## config.mk

```make
export PLATFORM = sky130hd
export DESIGN_NAME = io_system
export DESIGN_NICKNAME = d
export VERILOG_FILES = /design/src/common/io_pkg.sv /design/src/design/io_decode.sv /design/src/design/reset_gen.sv /design/src/audio/dsp_port.sv /design/src/audio/sigma_delta_dac.sv /design/src/sdcard/sd_spi_port.sv /design/src/design/io_system.sv
export SDC_FILE = /design/constraint.sdc
export NUM_CORES = 1
export LEC_CHECK = 0
export BUFFER_PORTS_ARGS = -buffer_cell sky130_fd_sc_hd__buf_2
export CAP_MARGIN = 20
export CORE_MARGIN = 5
export CORE_UTILIZATION = 30
export CTS_CLUSTER_SIZE = 25
export DETAILED_ROUTE_END_ITERATION = 6
export GPL_TIMING_DRIVEN = 0
export PLACE_DENSITY_LB_ADDON = 0.2
export SLEW_MARGIN = 20
export SYNTH_ARGS = -nofsm -noshare
export SYNTH_HDL_FRONTEND = slang
export SYNTH_SLANG_ARGS = --single-unit
```

## constraint.sdc

```tcl
create_clock -name clk_cpu -period 4.8 [get_ports clk_cpu]
set_input_delay 0.96 -clock clk_cpu [delete_from_list [all_inputs] [get_ports clk_cpu]]
set_output_delay 0.96 -clock clk_cpu [all_outputs]
set_load 0.01 [all_outputs]
```

## src/common/io_pkg.sv

```systemverilog
package io_pkg;

	// bus widths
	localparam int PORT_W = 16;
	localparam int DATA_W = 16;

	// port map
	localparam logic [PORT_W-1:0] PORT_LPT        = 16'h0378; // parallel sample latch
	localparam logic [PORT_W-1:0] PORT_DSP_STATUS = 16'h022a;
	localparam logic [PORT_W-1:0] PORT_DSP_CMD    = 16'h022c;
	localparam logic [PORT_W-1:0] PORT_DSP_FF     = 16'h022e; // always reads ffh
	localparam logic [PORT_W-1:0] PORT_SD         = 16'h03da; // bit-banged sd card

	// dsp command bytes
	localparam logic [7:0] DSP_CMD_DIRECT = 8'h10; // next byte is a sample
	localparam logic [7:0] DSP_CMD_ID     = 8'he1; // status reads 01h

	// audio path
	localparam int SAMPLE_W   = 16;
	localparam int ACC_W      = 32;
	localparam int LEAK_SHIFT = 7;
	localparam int STEP_BIT   = 25;

endpackage

```

## src/design/io_decode.sv

```systemverilog
`timescale 1ns/1ps

module io_decode (
	input  logic [io_pkg::PORT_W-1:0] io_addr,
	input  logic [7:0]                sd_rdata,
	input  logic                      dsp_status_ok,
	output logic                      sel_lpt,
	output logic                      sel_dsp_cmd,
	output logic                      sel_sd,
	output logic [io_pkg::DATA_W-1:0] io_rdata
);

	logic                      sel_dsp_status;
	logic                      sel_dsp_ff;
	logic [7:0]                status_byte;
	logic [io_pkg::DATA_W-1:0] rd_status;
	logic [io_pkg::DATA_W-1:0] rd_ff;
	logic [io_pkg::DATA_W-1:0] rd_sd;

	// one select per device port
	assign sel_lpt        = io_addr == io_pkg::PORT_LPT;
	assign sel_dsp_cmd    = io_addr == io_pkg::PORT_DSP_CMD;
	assign sel_dsp_status = io_addr == io_pkg::PORT_DSP_STATUS;
	assign sel_dsp_ff     = io_addr == io_pkg::PORT_DSP_FF;
	assign sel_sd         = io_addr == io_pkg::PORT_SD;

	assign status_byte = dsp_status_ok ? 8'h01 : 8'haa; // id answer vs ready

	assign rd_status = {8'h00, status_byte};
	assign rd_ff     = {8'h00, 8'hff};
	assign rd_sd     = {sd_rdata, 8'h00}; // low byte was video sync, now zero

	// and-or read mux, selects are one-hot
	assign io_rdata =
		({io_pkg::DATA_W{sel_dsp_status}} & rd_status) |
		({io_pkg::DATA_W{sel_dsp_ff}}     & rd_ff) |
		({io_pkg::DATA_W{sel_sd}}         & rd_sd);

endmodule

```

## src/design/reset_gen.sv

```systemverilog
`timescale 1ns/1ps

module reset_gen #(
	parameter int RESET_BITS = 19
) (
	input  logic clk_cpu,
	input  logic arst_n,
	input  logic cpu_ce,
	input  logic btn_reset,
	output logic sys_rst_n
);

	logic [RESET_BITS-1:0] rst_cnt;

	always_ff @(posedge clk_cpu or negedge arst_n) begin
		if (!arst_n) begin
			rst_cnt <= '0;
		end else if (btn_reset) begin
			rst_cnt <= '0; // restart the stretch
		end else if (cpu_ce && !rst_cnt[RESET_BITS-1]) begin
			rst_cnt <= rst_cnt + 1'b1; // stops once top bit sets
		end
	end

	assign sys_rst_n = rst_cnt[RESET_BITS-1];

endmodule

```

## src/audio/dsp_port.sv

```systemverilog
`timescale 1ns/1ps

module dsp_port (
	input  logic                        clk_cpu,
	input  logic                        arst_n,
	input  logic                        sys_rst_n,
	input  logic                        wr_strobe,
	input  logic                        sel_lpt,
	input  logic                        sel_dsp_cmd,
	input  logic [7:0]                  wdata,
	output logic [io_pkg::SAMPLE_W-1:0] sample,
	output logic                        dsp_status_ok
);

	logic [7:0]                  dsp_state;
	logic [io_pkg::SAMPLE_W-1:0] byte_sample;
	logic                        wr_lpt;
	logic                        wr_cmd;

	// 8-bit unsigned byte placed in bits 14..7
	assign byte_sample = {1'b0, wdata, 7'b0000000};

	assign wr_lpt = wr_strobe & sel_lpt;
	assign wr_cmd = wr_strobe & sel_dsp_cmd;

	always_ff @(posedge clk_cpu or negedge arst_n) begin
		if (!arst_n) begin
			dsp_state <= 8'h00;
			sample    <= '0;
		end else begin
			if (wr_lpt)
				sample <= byte_sample;
			if (!sys_rst_n) begin
				dsp_state <= 8'h00;
			end else if (wr_cmd) begin
				case (dsp_state)
					8'h00: dsp_state <= wdata; // new command
					io_pkg::DSP_CMD_DIRECT: begin
						sample    <= byte_sample; // direct dac byte
						dsp_state <= 8'h00;
					end
					default: dsp_state <= 8'h00;
				endcase
			end
		end
	end

	assign dsp_status_ok = dsp_state == io_pkg::DSP_CMD_ID;

endmodule

```

## src/audio/sigma_delta_dac.sv

```systemverilog
`timescale 1ns/1ps

module sigma_delta_dac #(
	parameter int SAMPLE_DIV_BITS = 8
) (
	input  logic                        clk_cpu,
	input  logic                        arst_n,
	input  logic [io_pkg::SAMPLE_W-1:0] sample,
	output logic                        aud
);

	localparam int HALF = io_pkg::ACC_W / 2;

	logic [SAMPLE_DIV_BITS:0]      clk_div;
	logic                          sample_stb;
	logic [io_pkg::SAMPLE_W-1:0]   sample_q;
	logic [io_pkg::SAMPLE_W-1:0]   target;
	logic [io_pkg::ACC_W-1:0]      acc;
	logic [io_pkg::ACC_W-1:0]      step;
	logic                          aud_next;

	// top bit is a one-cycle carry out of the low bits
	assign sample_stb = clk_div[SAMPLE_DIV_BITS];

	// offset binary to signed
	assign target = {~sample_q[io_pkg::SAMPLE_W-1], sample_q[io_pkg::SAMPLE_W-2:0]};

	assign aud_next = acc[io_pkg::ACC_W-1:HALF] < target;

	assign step = aud_next ?
		({{(io_pkg::ACC_W-1){1'b0}}, 1'b1} << io_pkg::STEP_BIT) : '0;

	always_ff @(posedge clk_cpu or negedge arst_n) begin
		if (!arst_n) begin
			clk_div  <= '0;
			sample_q <= '0;
		end else begin
			clk_div <= {1'b0, clk_div[SAMPLE_DIV_BITS-1:0]} + 1'b1;
			if (sample_stb)
				sample_q <= sample;
		end
	end

	always_ff @(posedge clk_cpu or negedge arst_n) begin
		if (!arst_n) begin
			acc <= '0;
			aud <= 1'b0;
		end else begin
			acc <= acc - (acc >> io_pkg::LEAK_SHIFT) + step; // leaky integrator
			aud <= aud_next;
		end
	end

endmodule

```

## src/sdcard/sd_spi_port.sv

```systemverilog
`timescale 1ns/1ps

module sd_spi_port (
	input  logic                      clk_cpu,
	input  logic                      arst_n,
	input  logic                      cpu_ce,
	input  logic                      wr_strobe,
	input  logic                      word,
	input  logic                      sel_sd,
	input  logic                      sd_do,
	input  logic [io_pkg::DATA_W-1:0] wdata,
	output logic                      sd_ck,
	output logic                      sd_n_cs,
	output logic                      sd_di,
	output logic [7:0]                sd_rdata
);

	logic wr_sd;

	assign wr_sd = wr_strobe & sel_sd;

	// data out bit goes straight from the bus
	assign sd_di = wdata[7];

	always_ff @(posedge clk_cpu or negedge arst_n) begin
		if (!arst_n) begin
			sd_ck    <= 1'b0;
			sd_n_cs  <= 1'b1; // card deselected
			sd_rdata <= 8'h00;
		end else if (cpu_ce) begin
			sd_ck <= wr_sd & ~word; // one pulse per byte write
			if (wr_sd) begin
				if (word)
					sd_n_cs <= ~wdata[8];
				else
					sd_rdata <= {sd_rdata[6:0], sd_do}; // msb first
			end
		end
	end

endmodule

```

## src/design/io_system.sv

```systemverilog
`timescale 1ns/1ps

module io_system #(
	parameter int RESET_BITS      = 19,
	parameter int SAMPLE_DIV_BITS = 8
) (
	input  logic                      clk_cpu,
	input  logic                      arst_n,
	input  logic [io_pkg::PORT_W-1:0] io_addr,
	input  logic [io_pkg::DATA_W-1:0] io_wdata,
	input  logic                      iorq,
	input  logic                      wr,
	input  logic                      word,
	input  logic                      cpu_ce,
	input  logic                      btn_reset,
	input  logic                      sd_do,
	output logic [io_pkg::DATA_W-1:0] io_rdata,
	output logic                      sd_ck,
	output logic                      sd_n_cs,
	output logic                      sd_di,
	output logic                      aud,
	output logic                      sys_rst_n
);

	logic                        wr_strobe;
	logic                        sel_lpt;
	logic                        sel_dsp_cmd;
	logic                        sel_sd;
	logic                        dsp_status_ok;
	logic [7:0]                  sd_rdata;
	logic [io_pkg::SAMPLE_W-1:0] sample;

	assign wr_strobe = iorq & wr & cpu_ce; // single qualified write

	io_decode u_decode (
		.io_addr       (io_addr),
		.sd_rdata      (sd_rdata),
		.dsp_status_ok (dsp_status_ok),
		.sel_lpt       (sel_lpt),
		.sel_dsp_cmd   (sel_dsp_cmd),
		.sel_sd        (sel_sd),
		.io_rdata      (io_rdata)
	);

	reset_gen #(
		.RESET_BITS (RESET_BITS)
	) u_reset (
		.clk_cpu   (clk_cpu),
		.arst_n    (arst_n),
		.cpu_ce    (cpu_ce),
		.btn_reset (btn_reset),
		.sys_rst_n (sys_rst_n)
	);

	dsp_port u_dsp (
		.clk_cpu       (clk_cpu),
		.arst_n        (arst_n),
		.sys_rst_n     (sys_rst_n),
		.wr_strobe     (wr_strobe),
		.sel_lpt       (sel_lpt),
		.sel_dsp_cmd   (sel_dsp_cmd),
		.wdata         (io_wdata[7:0]),
		.sample        (sample),
		.dsp_status_ok (dsp_status_ok)
	);

	sigma_delta_dac #(
		.SAMPLE_DIV_BITS (SAMPLE_DIV_BITS)
	) u_dac (
		.clk_cpu (clk_cpu),
		.arst_n  (arst_n),
		.sample  (sample),
		.aud     (aud)
	);

	sd_spi_port u_sd (
		.clk_cpu   (clk_cpu),
		.arst_n    (arst_n),
		.cpu_ce    (cpu_ce),
		.wr_strobe (wr_strobe),
		.word      (word),
		.sel_sd    (sel_sd),
		.sd_do     (sd_do),
		.wdata     (io_wdata),
		.sd_ck     (sd_ck),
		.sd_n_cs   (sd_n_cs),
		.sd_di     (sd_di),
		.sd_rdata  (sd_rdata)
	);

endmodule

```

---- Word level (Yosys, flattened, before mapping) ----
Index checks and enable logic that the tools add are counted.
W data, S select, Z words.
storage, ports and cells
  bits of input ports ..................... 40
  bits in registers ....................... 111
  output and inout port bits .............. 21
operators by class
  reduce and logical (&&, ||, !) cells .... 6
  bitwise operators ....................... 13
  order comparisons ....................... 1
  add/sub/neg operators ................... 4
  muxes and demuxes ....................... 11
  equality and inequality tests ........... 8
operator list
  cell                     count
  $eq A16 B10 Y1 const B   5
  $mux W16                 4
  $mux W19                 2
  $add A32 B32 Y32         1
  $mux W8                  4
  $sub A32 B25 Y32         1
  $mux W26                 1
  $add A19 B1 Y19 const B  1
  $and A16 B16 Y16         1
  $and A16 B8 Y16          1
  $lt A16 B16 Y1           1
  $or A16 B16 Y16          1
  $or A16 B8 Y16           1
  $add A8 B1 Y9 const B    1
  $eq A8 B5 Y1 const B     1
  $eq A8 B8 Y1 const B     1
  $logic_not A8 Y1         1
  $and A1 B1 Y1            6
  $reduce_and A3 Y1        2
  $not A1 Y1               3
  $ne A2 B1 Y1 const B     1
  $reduce_bool A2 Y1       1
  $logic_and A1 B1 Y1      1
  $logic_not A1 Y1         1

---- Longest topological paths before layout ----
Gate-level depths: netlist (run 1).
  depth in word-level cells ............... 7
  mapped depth ............................ 20
  depth with buffers taken out ............ 19

---- Hierarchy ----
Synthesis (run 1) repeated with hierarchy kept, for this count alone.
unflattened totals
  cells, all modules ...................... 659
  area, all modules ....................... 6,789.0 sq um
by module, submodules not included
  module           sequential area each (sq um)  instances  area an instance (sq um)  cells each
  sigma_delta_dac  1,451.4                       1          4,189.0                   443
  reset_gen        475.5                         1          989.7                     97
  dsp_port         600.6                         1          932.1                     62
  sd_spi_port      251.5                         1          401.6                     25
  io_decode        0.0                           1          270.3                     31
  io_system        0.0                           1          6.3                       1

---- Worst setup path after synthesis (run 1) ----
Ideal clock, no wire load.
  path type ............................... register to register
  start ................................... register u_dac.acc[25] in the netlist's numbering
  end ..................................... register u_dac.acc[31] in the netlist's numbering
  buffers on the path ..................... 1
  library setup time ...................... 0.080 ns
  cell stages (with the launch flop) ...... 20
  required time ........................... 4.720 ns
  arrival time ............................ 3.499 ns
  slack ................................... 1.221 ns
  cell sequence ........................... dfrtp_1 -> ha_1 -> a21o_1 -> a21o_1 -> a21oi_1 -> nor2b_1 -> o21ai_1 -> a21oi_1 -> or3_1 -> ha_1 -> inv_1 -> ha_1 -> buf_2 -> and3_1 -> and3_1 -> and3_1 -> nand3_1 -> or2_1 -> o311ai_1 -> xnor2_1
on the way
  word-level cells in the longest chain between the ends .. 3
  elaborated cells between the ends (all ways) .. 4
  those cells by class .................... 2 x add/sub; 1 x order compare; 1 x mux
RTL lines
  item                                                      RTL line               RTL
  start, declared                                           sigma_delta_dac.sv:18  logic [io_pkg::ACC_W-1:0] acc;
  start signal, assigned                                    sigma_delta_dac.sv:49  acc <= acc - (acc >> io_pkg::LEAK_SHIFT) + step;
  branches (longest 2 deep; another with $sub A32 B25 Y32)  n/a
  $add A32 B32 Y32 *                                        sigma_delta_dac.sv:49
Every way passes the cells marked *.
A chain may end at the register's enable or synchronous reset.

---- Final worst setup path (run 1) ----
  start ................................... register u_dac.acc[17] in the netlist's numbering
  end ..................................... register u_dac.acc[31] in the netlist's numbering
Same word-level chain as after synthesis.

==> metrics.yaml, run 1 <==
status: "complete, no violations"
min_to: "u_dac.clk_div[7]$_DFF_PN0_"
slew_viol_final: 0
num_io_pins: 61
cts_resized: 0
leakage_nw: 3.766
rows: 54
crit_fanout: 9
yosysSeqAreaShare: 0.4151
grt.total_usage: 0.1151
wl_um: 14100
ys_types: 66
grt_pass1_vias: 4866
clk_pin_slew_ns: 0.07
fin_crit_sh: 0.8518
vias: 4730
grt_use_met1: 0.1654
ctsHoldBuffers: 0
syn_nets: 773
fill_cells: 2230
grt_overflow: 0
finalNonFillerCells: 1009
drive_gt1_frac: 0.1495
r2r_cells: 19
cts_num_sinks: 111
antenna_found_initial: 0
synthFlopType: "dfrtp_1"
relSlewSlack: 0.5831
grt_most_used_layer: "met2"
grt_max_degree: 64
drv_cap: 0
insertion_delay_ns: 0.36
areaGrowthSynthToFinish_pct: 13.94
worst_setup_path_start_kind: "register"
postRouteAntennaNets: 0
min_from: "u_dac.clk_div[7]$_DFF_PN0_"
finalSetupTns_ns: 0
yosysWarnings: 0
wl_per_cell_um: 13.98
min_path_cells: 1
rsz0062_at_grt: "false"
cts_root_buf: "clkbuf_16"
cp.required_ns: 5.08
tightest_slew_ns: 0.6254
cp-end-kind: "register"
htreeDepth: 3
rr_endpoint: "u_dac.acc[31]$_DFF_PN0_"
finalCriticalPeriod_ns: 4.089
hold_ws_ns: 0.4798
via_per_inst: 4.688
fin_skew_ns: 0.01075
route.detailed.drc: 0
port_buffers: 53
cts_inserted_buffers: 9
nNetsFinal: 838
diodes: 0
syn_area_um2: 6694
hold_viol: 0
grt_util_met3: 0.02304
grt_pass1_wl_um: 24520
die_w_um: 159.4
clockBufferDepth: 2
gr-usage-met2: 0.1757
synthCells: 659
drtPass1Iterations: 4
finalSetupViolCount: 0
crit_arrival_ns: 4.37
initial_core_util: 0.3058
drt_iter0_drc: 241
core_area_um2: 21890
power-per-cell-area_nw_per_um2: 225.1
syn_area_per_cell_um2: 10.16
ys_seq_elements: 111
place_congestion: 0.7978
fmax_mhz: 244.6
postCtsSetupRepairBufs: 0
async_reset_ff_frac: 1.000
hp-class: "reg -> reg"
vdd_ir_drop_max_v: 0.0001441
r2r_setup_slack_ns: 0.71
critical_path_class: "reg -> reg"
die_h_um: 159.4
dp.cells: 993
cts_tree: "yes"
dieArea_um2: 25400
dp_hpwl_um: 10640
synth_edf_count: 0
r2r-start: "u_dac.acc[17]$_DFF_PN0_"
==> per-stage QoR <==
| stage | setup slack, ns | instance area (µm²) | util | power (mW) |
|---|---|---|---|---|
| 5_1_grt | 0.3648 | 7627 | 0.3484 | 1.796 |
| 4_1_cts | 0.6726 | 7627 | 0.3484 | 1.756 |
| 3_5_place_dp | 0.7112 | 7343 | 0.3354 | 1.009 |
| 3_3_place_gp | 0.7328 | 7310 | 0.3339 | 1.005 |
| 6_report | 0.7114 | 7627 | 0.3484 | 1.717 |
| 2_1_floorplan | 1.221 | 6694 | - | 0.9661 |
==> power by group <==
part	switching [mW]	total [mW]	leakage, nW	internal [mW]
logic	0.0328	0.0499	2.19	0.0171
clock network	0.358	0.729	0.132	0.371
registers	0.00157	0.937	1.44	0.936
==> Yosys cell counts, drive strengths merged (2+ instances only) <==
master / instances / share of area
a211oi: 5 / 0.0071
a21boi: 2 / 0.0022
a21o: 25 / 0.029
a21oi: 33 / 0.027
a221oi: 2 / 0.0062
a22o: 9 / 0.012
a311oi: 2 / 0.0026
a31oi: 3 / 0.0037
and2: 21 / 0.020
and3: 12 / 0.012
and4: 3 / 0.0039
and4b: 2 / 0.0030
buf: 17 / 0.018
clkbuf: 10 / 0.0056
dfrtp: 110 / 0.41
ha: 73 / 0.14
inv: 52 / 0.029
mux2: 18 / 0.030
nand2: 44 / 0.025
nand2b: 4 / 0.0037
nand3: 19 / 0.014
nand4: 13 / 0.012
nor2: 37 / 0.022
nor2b: 8 / 0.0075
nor3: 6 / 0.0045
nor3b: 3 / 0.0034
nor4: 3 / 0.0028
nor4b: 2 / 0.0045
o21a: 7 / 0.0079
o21ai: 35 / 0.026
o21bai: 4 / 0.0062
o22ai: 2 / 0.0019
o31ai: 4 / 0.0065
or2: 2 / 0.0019
or3: 5 / 0.0047
xnor2: 24 / 0.031
xor2: 24 / 0.031
==> worst max-delay path: stages, from the launching register on <==
cell and delay [ns]:
dfrtp_1 0.42, ha_1 0.29, a21boi_0 0.12, o21a_1 0.16, o21ai_0 0.18, a21oi_1 0.10, o21ai_0 0.23, a211oi_1 0.12
or3_1 0.34, ha_1 0.28, inv_1 0.04, ha_1 0.26, buf_2 0.20, and3_1 0.24, and3_1 0.19, and3_1 0.25
nand3_1 0.11, or2_1 0.22, o311ai_1 0.11, xnor2_1 0.16
==> worst max path at each step <==
stage	from	to	slack, ns	depth (start not counted)
after global placement	u_dac.acc[17]$_DFF_PN0_	u_dac.acc[31]$_DFF_PN0_	0.73	18
after global routing	u_dac.acc[17]$_DFF_PN0_	u_dac.acc[31]$_DFF_PN0_	0.36	18
final	u_dac.acc[17]$_DFF_PN0_	u_dac.acc[31]$_DFF_PN0_	0.71	19
after floorplan	u_dac.acc[25]$_DFF_PN0_	u_dac.acc[31]$_DFF_PN0_	1.22	19
after detailed placement	u_dac.acc[17]$_DFF_PN0_	u_dac.acc[31]$_DFF_PN0_	0.71	18
after CTS	u_dac.acc[17]$_DFF_PN0_	u_dac.acc[31]$_DFF_PN0_	0.67	18
==> flip-flops by register name (all words and copies together) (netlist names), 8 cells and up <==
signal           cells
u_dsp.dsp_state      8
u_dsp.sample        16
u_dac.clk_div        9
u_dac.sample_q      16
u_sd.sd_rdata        8
u_reset.rst_cnt     19
u_dac.acc           32
==> logic make-up after synthesis <==
logic type | share of synthesized area
AO/OA/AOI/OAI | 0.1503
multiplexers | 0.03178
AND/OR/NAND/NOR | 0.1482
XOR/XNOR | 0.06280
flip-flops | 0.4151
buffers and inverters | 0.05234
adder cells (fa/ha/maj) | 0.1394
==> cell usage in the layout, fill, tap and decap left out, drive strengths merged, types with 4 or more instances in the layout <==
cell type  netlist  final
mux2            18     18
nand3           19     19
nor2            37     37
inv             52     53
o31ai            4      4
and3            12     12
buf             17     71
a22o             9      9
o21a             7      7
nand2b           4      4
o21ai           35     35
xor2            24     24
and2            21     21
o21bai           4      4
clkbuf          10     21
or3              5      5
xnor2           24     24
nor3             6      6
a211oi           5      5
ha              73     73
nand2           44     44
dfrtp          110    110
a21o            25     25
nor2b            8      8
nand4           13     13
a21oi           33     33
==> routing by layer <==
layer,wire (µm),vias up
met1,7381,2215
met4,164,0
met2,6019,75
met3,537,11
met5,0,-
li1,-,2429
==> cell type report <==
type                            instances  area (µm²)  share of cell area
Buffer                                 27       155.1             0.02034
Clock buffer                           11       242.7             0.03182
Clock inverter                          5       41.29            0.005413
Inverter                               52       195.2             0.02559
Multi-Input combinational cell        469        3565              0.4674
Sequential cell                       111        2779              0.3643
Tap cell                              280       350.3             0.04593
Timing Repair Buffer                   54       299.0             0.03921
No activity file was read; power rests on OpenSTA's default activity.
==> run 2: changes to the inputs <==
--- a/config.mk
+++ b/config.mk
@@ -9,7 +9,7 @@
 export CAP_MARGIN = 20
 export CORE_MARGIN = 5
 export CORE_UTILIZATION = 30
-export CTS_CLUSTER_SIZE = 25
+export CTS_BUF_LIST = sky130_fd_sc_hd__clkbuf_8 sky130_fd_sc_hd__clkbuf_16
 export DETAILED_ROUTE_END_ITERATION = 6
 export GPL_TIMING_DRIVEN = 0
 export PLACE_DENSITY_LB_ADDON = 0.2
==> metrics.yaml, run 2 (synthesis results as in run 1) <==
postCtsSetupRepairBufs: 0  # unchanged
grt_pass1_vias: 4866  # unchanged
min_path_cells: 1  # unchanged
areaGrowthSynthToFinish_pct: 13.94  # unchanged
worst_setup_path_start_kind: "register"
top_register: "u_dac.acc"
power-per-cell-area_nw_per_um2: 224.9  # about the same
cp.required_ns: 5.08  # about the same
p_sw_frac: 0.2294  # +0.0007263
postRouteAntennaNets: 0  # unchanged
finalSetupTns_ns: 0  # unchanged
finalCriticalPeriod_ns: 4.088  # -0.0006740 ns
fmax_mhz: 244.6  # about the same
nNetsFinal: 838  # unchanged
fill_cells: 2230  # unchanged
cts_tree: "yes"
finalSetupViolCount: 0  # unchanged
initial_core_util: 0.3058  # unchanged
dieArea_um2: 25400  # unchanged
route.detailed.drc: 0  # unchanged
cp-end-kind: "register"
fin_skew_ns: 0.01075  # unchanged
relSlewSlack: 0.5831  # about the same
slew_viol_final: 0  # unchanged
wl_per_cell_um: 13.97  # about the same
layout_commonest_cell: "dfrtp_1"
fin_crit_sh: 0.8517  # about the same
setup_ws_ns: 0.7120  # +0.0006740 ns
final_area_um2: 7627  # unchanged
dp.cells: 993  # unchanged
r2r-start: "u_dac.acc[17]$_DFF_PN0_"
dpl_cell_area_um2: 7343  # unchanged
r2r_cells: 19  # unchanged
pwr-share-clk: 0.424  # about the same
antenna_found_initial: 0  # unchanged
clockBufferDepth: 2  # unchanged
seq_area_um2: 2779  # unchanged
ctsHoldBuffers: 0  # unchanged
grt.total_usage: 0.1151  # unchanged
htreeDepth: 3  # unchanged
reg_top3: "u_dac.acc x32, u_reset.rst_cnt x19"
insertion_delay_ns: 0.36  # about the same
grt_max_degree: 64  # unchanged
hold_viol: 0  # unchanged
final_cell_mix: "110 x dfrtp_1, 73 x ha_1, 56 x buf_2"
multi_input_area_um2: 3565  # unchanged
cts_root_buf: "clkbuf_16"
drv_cap: 0  # unchanged
dp_hpwl_um: 10640  # unchanged
critical_path_class: "reg -> reg"
cts_resized: 0  # unchanged
vdd_ir_drop_max_v: 0.0001441  # about the same
power_mw: 1.715  # about the same
rsz0062_at_grt: "false"
dp_worst_setup_slack_ns: 0.7112  # unchanged
die_h_um: 159.4  # unchanged
largest_register_ffs: 32  # unchanged
via_per_inst: 4.685  # about the same
status: "complete, no violations"
vias: 4727  # -0.063%
p_sw_mw: 0.3935  # +0.25%
crit_fanout: 9  # unchanged
clk_pin_slew_ns: 0.08  # about the same
rows: 54  # unchanged
tightest_slew_ns: 0.6254  # -0.00002468 ns
fin_util: 0.3484  # unchanged
hp-class: "reg -> reg"
crit_arrival_ns: 4.37  # about the same
drive_gt1_frac: 0.1495  # unchanged
finalNonFillerCells: 1009  # unchanged
grt_overflow: 0  # unchanged
grt_pass1_wl_um: 24520  # unchanged
p_comb_frac: 0.029  # about the same
p_int_mw: 1.322  # -0.16%
num_io_pins: 61  # unchanged
cts_inserted_buffers: 9  # unchanged
die_w_um: 159.4  # unchanged
critPathLaunch: "u_dac.acc[17]$_DFF_PN0_"
place_congestion: 0.7978  # unchanged
power.share.sequential: 0.546  # about the same
drt_iter0_drc: 242  # +0.41%
drtPass1Iterations: 4  # unchanged
core_area_um2: 21890  # unchanged
leakage_nw: 3.770  # +0.11%
min_from: "u_dac.clk_div[7]$_DFF_PN0_"
diodes: 0  # unchanged
cts_num_sinks: 111  # unchanged
hold_ws_ns: 0.4739  # -0.005920 ns
port_buffers: 53  # unchanged
wl_um: 14100  # about the same
[run 2: area by class of cell]
| class | instances | share of cell area |
|---|---|---|
| Multi-Input combinational cell | 469 | 0.4674 |
| Tap cell | 280 | 0.04593 |
| Sequential cell | 111 | 0.3643 |
| Clock buffer | 10 | 0.03133 |
| Inverter | 52 | 0.02559 |
| Clock inverter | 6 | 0.005906 |
| Buffer | 27 | 0.02034 |
| Timing Repair Buffer | 54 | 0.03921 |
[run 2: power groups by stage]
stage	Combinational, mW	Sequential, mW	Clock (mW)
after floorplan	0.0101	0.956	0
after global placement	0.0491	0.956	0
after detailed placement	0.0526	0.956	0
after CTS	0.0528	0.937	0.764
after global routing	0.0584	0.938	0.798
final	0.0499	0.937	0.728
[run 2: critical path, cell delays in order (launching register included)]
cell and delay [ns]:
dfrtp_1 0.42, ha_1 0.29, a21boi_0 0.12, o21a_1 0.16
o21ai_0 0.18, a21oi_1 0.10, o21ai_0 0.23, a211oi_1 0.12
or3_1 0.34, ha_1 0.28, inv_1 0.04, ha_1 0.26
buf_2 0.20, and3_1 0.24, and3_1 0.19, and3_1 0.25
nand3_1 0.11, or2_1 0.22, o311ai_1 0.11, xnor2_1 0.16
[run 2: worst paths after layout]
check,end,slack (ns)
max,u_dac.acc[31]$_DFF_PN0_,0.71
min,u_dac.clk_div[7]$_DFF_PN0_,0.47
max reg2reg,u_dac.acc[31]$_DFF_PN0_,0.71
min reg2reg,u_dac.clk_div[7]$_DFF_PN0_,0.47
max in group asynchronous,u_sd.sd_n_cs$_DFFE_PN1P_,3.52
min in group asynchronous,u_sd.sd_rdata[7]$_DFFE_PN0P_,0.59
[run 2: routing by layer]
metal,vias up,global-route usage,part of all wire
met2,72,0.1757,0.43
met4,0,0.03373,0.012
met5,-,0,0
li1,2430,-,-
met1,2214,0.1654,0.53
met3,11,0.02304,0.036
==> run 3: changes to the inputs <==
--- a/config.mk
+++ b/config.mk
@@ -5,7 +5,7 @@
 export SDC_FILE = /design/constraint.sdc
 export NUM_CORES = 1
 export LEC_CHECK = 0
-export BUFFER_PORTS_ARGS = -buffer_cell sky130_fd_sc_hd__buf_2
+export BUFFER_PORTS_ARGS = -buffer_cell sky130_fd_sc_hd__clkbuf_2
 export CAP_MARGIN = 20
 export CORE_MARGIN = 5
 export CORE_UTILIZATION = 30
==> constraint.sdc (replaced) <==
create_clock -name clk_cpu -period 4.7 [get_ports clk_cpu]
set_input_delay 0.94 -clock clk_cpu [delete_from_list [all_inputs] [get_ports clk_cpu]]
set_output_delay 0.94 -clock clk_cpu [all_outputs]
set_load 0.01 [all_outputs]
==> metrics.yaml, run 3 (synthesis results as in run 1) <==
status: "complete, no violations"
finalCriticalPeriod_ns: 4.060  # -0.02808 ns
tightest_slew_ns: 0.4815  # -0.1439 ns
insertion_delay_ns: 0.35  # about the same
diodes: 0  # unchanged
drt_iter0_drc: 289  # +19%
hp-class: "reg -> reg"
power_mw: 1.854  # +8.1%
worst_setup_path_start_kind: "register"
p_sw_mw: 0.4068  # +3.4%
port_buffers: 53  # unchanged
leakage_nw: 3.786  # +0.42%
relSlewSlack: 0.6763  # +0.09316
wl_um: 14140  # +0.33%
final_cell_mix: "110 x dfrtp_1, 73 x ha_1, 52 x inv_1, 52 x clkbuf_2, 44 x nand2_1"
core_area_um2: 21890  # unchanged
die_w_um: 159.4  # unchanged
p_sw_frac: 0.2194  # -0.009977
rows: 54  # unchanged
min_from: "u_dsp.sample[6]$_DFF_PN0_"
grt_pass1_wl_um: 24360  # -0.67%
num_io_pins: 61  # unchanged
p_int_mw: 1.447  # +9.5%
dp_hpwl_um: 10730  # +0.85%
drv_cap: 0  # unchanged
power-per-cell-area_nw_per_um2: 241.7  # +7.5%
clk_pin_slew_ns: 0.07  # about the same
vdd_ir_drop_max_v: 0.0001873  # +30%
drtPass1Iterations: 4  # unchanged
reg_top3: "u_dac.acc x32, u_reset.rst_cnt x19"
dieArea_um2: 25400  # unchanged
fin_util: 0.3504  # +0.002001
r2r-start: "u_dac.acc[17]$_DFF_PN0_"
die_h_um: 159.4  # unchanged
critPathLaunch: "u_dac.acc[17]$_DFF_PN0_"
hold_viol: 0  # unchanged
grt.total_usage: 0.1147  # -0.0004107
dpl_cell_area_um2: 7346  # about the same
layout_commonest_cell: "dfrtp_1"
largest_register_ffs: 32  # unchanged
cts_resized: 0  # unchanged
pwr-share-clk: 0.456  # +0.032
cts_root_buf: "clkbuf_16"
via_per_inst: 4.701  # +0.34%
grt_overflow: 0  # unchanged
dp.cells: 993  # unchanged
cp-end-kind: "register"
clockBufferDepth: 2  # unchanged
ctsHoldBuffers: 0  # unchanged
final_area_um2: 7671  # +0.57%
hold_ws_ns: 0.4688  # -0.005072 ns
antenna_found_initial: 0  # unchanged
cp.required_ns: 4.97  # -0.11 ns
rsz0062_at_grt: "false"
nNetsFinal: 838  # unchanged
fmax_mhz: 246.3  # +0.69%
top_register: "u_dac.acc"
cts_tree: "yes"
dp_worst_setup_slack_ns: 0.6288  # -0.08239 ns
crit_arrival_ns: 4.33  # -0.04 ns
finalSetupViolCount: 0  # unchanged
areaGrowthSynthToFinish_pct: 14.60
cts_inserted_buffers: 9  # unchanged
fill_cells: 2229  # -0.045%
cts_num_sinks: 111  # unchanged
htreeDepth: 3  # unchanged
finalNonFillerCells: 1009  # unchanged
setup_ws_ns: 0.6401  # -0.07192 ns
postCtsSetupRepairBufs: 0  # unchanged
vias: 4743  # +0.34%
fin_skew_ns: 0.01453  # +0.003780 ns
fin_crit_sh: 0.8638  # +0.01215
drive_gt1_frac: 0.1509  # +0.001372
grt_pass1_vias: 4834  # -0.66%
postRouteAntennaNets: 0  # unchanged
grt_max_degree: 78  # +22%
slew_viol_final: 0  # unchanged
critical_path_class: "reg -> reg"
place_congestion: 0.8035  # +0.71%
crit_fanout: 9  # unchanged
p_comb_frac: 0.028  # about the same
initial_core_util: 0.3058  # unchanged
route.detailed.drc: 0  # unchanged
power.share.sequential: 0.516  # -0.030
finalSetupTns_ns: 0  # unchanged
wl_per_cell_um: 14.02  # +0.33%
==> run 3: cell types whose count changed in the layout (fill, tap and decap cells not counted) <==
| cell | before | now |
|---|---|---|
| clkinv_4 | 2 | 1 |
| clkinv_2 | 0 | 1 |
| bufinv_16 | 0 | 2 |
| clkbuf_2 | 0 | 52 |
| inv_1 | 53 | 52 |
| inv_6 | 1 | 3 |
| buf_2 | 56 | 4 |
| buf_6 | 2 | 1 |
| clkinvlp_4 | 2 | 0 |
==> run 3: final timing paths <==
check / endpoint / slack (ns) / cells after the start
worst max-delay path: u_dac.acc[31]$_DFF_PN0_ / 0.64 / 19
worst min-delay path: u_dac.sample_q[6]$_DFFE_PN0P_ / 0.47 / 2
worst max register to register: u_dac.acc[31]$_DFF_PN0_ / 0.64 / 19
worst min register to register: u_dac.sample_q[6]$_DFFE_PN0P_ / 0.47 / 2
max in group asynchronous: u_sd.sd_n_cs$_DFFE_PN1P_ / 3.51 / 2
min in group asynchronous: u_sd.sd_rdata[6]$_DFFE_PN0P_ / 0.49 / 1
==> run 3: worst max-delay path, cell delays in order, from the launching register on <==
cell	delay (ns)
dfrtp_1	0.41
ha_1	0.29
a21boi_0	0.12
o21a_1	0.17
o21ai_0	0.18
a21oi_1	0.09
o21ai_0	0.22
a211oi_1	0.13
or3_1	0.34
ha_1	0.29
inv_1	0.04
ha_1	0.26
buf_2	0.19
and3_1	0.24
and3_1	0.19
and3_1	0.24
nand3_1	0.11
or2_1	0.22
o311ai_1	0.11
xnor2_1	0.16
==> run 3: layout make-up <==
cell class / count / area, µm² / share of cell area
multi-input cells: 469 / 3565 / 0.4647
plain buffers: 27 / 155.1 / 0.02023
well taps: 280 / 350.3 / 0.04567
clock inverters: 7 / 100.1 / 0.01305
flip-flops and latches: 111 / 2779 / 0.3623
repair buffers: 54 / 301.5 / 0.03931
clock buffers: 9 / 225.2 / 0.02936
inverters: 52 / 195.2 / 0.02544
==> run 3: per-layer routing <==
layer	up-vias	share of wire	track usage
met5	-	0	0
met1	2220	0.52	0.1657
met2	75	0.43	0.1746
met4	0	0.013	0.03839
met3	12	0.034	0.01916
li1	2436	-	-
==> run 3: power by group through the flow <==
stage | Combinational, mW | Sequential, mW | Clock, mW
2_1_floorplan | 0.0103 | 0.976 | 0
3_3_place_gp | 0.0501 | 0.977 | 0
3_5_place_dp | 0.0542 | 0.977 | 0
4_1_cts | 0.0544 | 0.958 | 0.879
5_1_grt | 0.0607 | 0.958 | 0.912
6_report | 0.0517 | 0.958 | 0.845
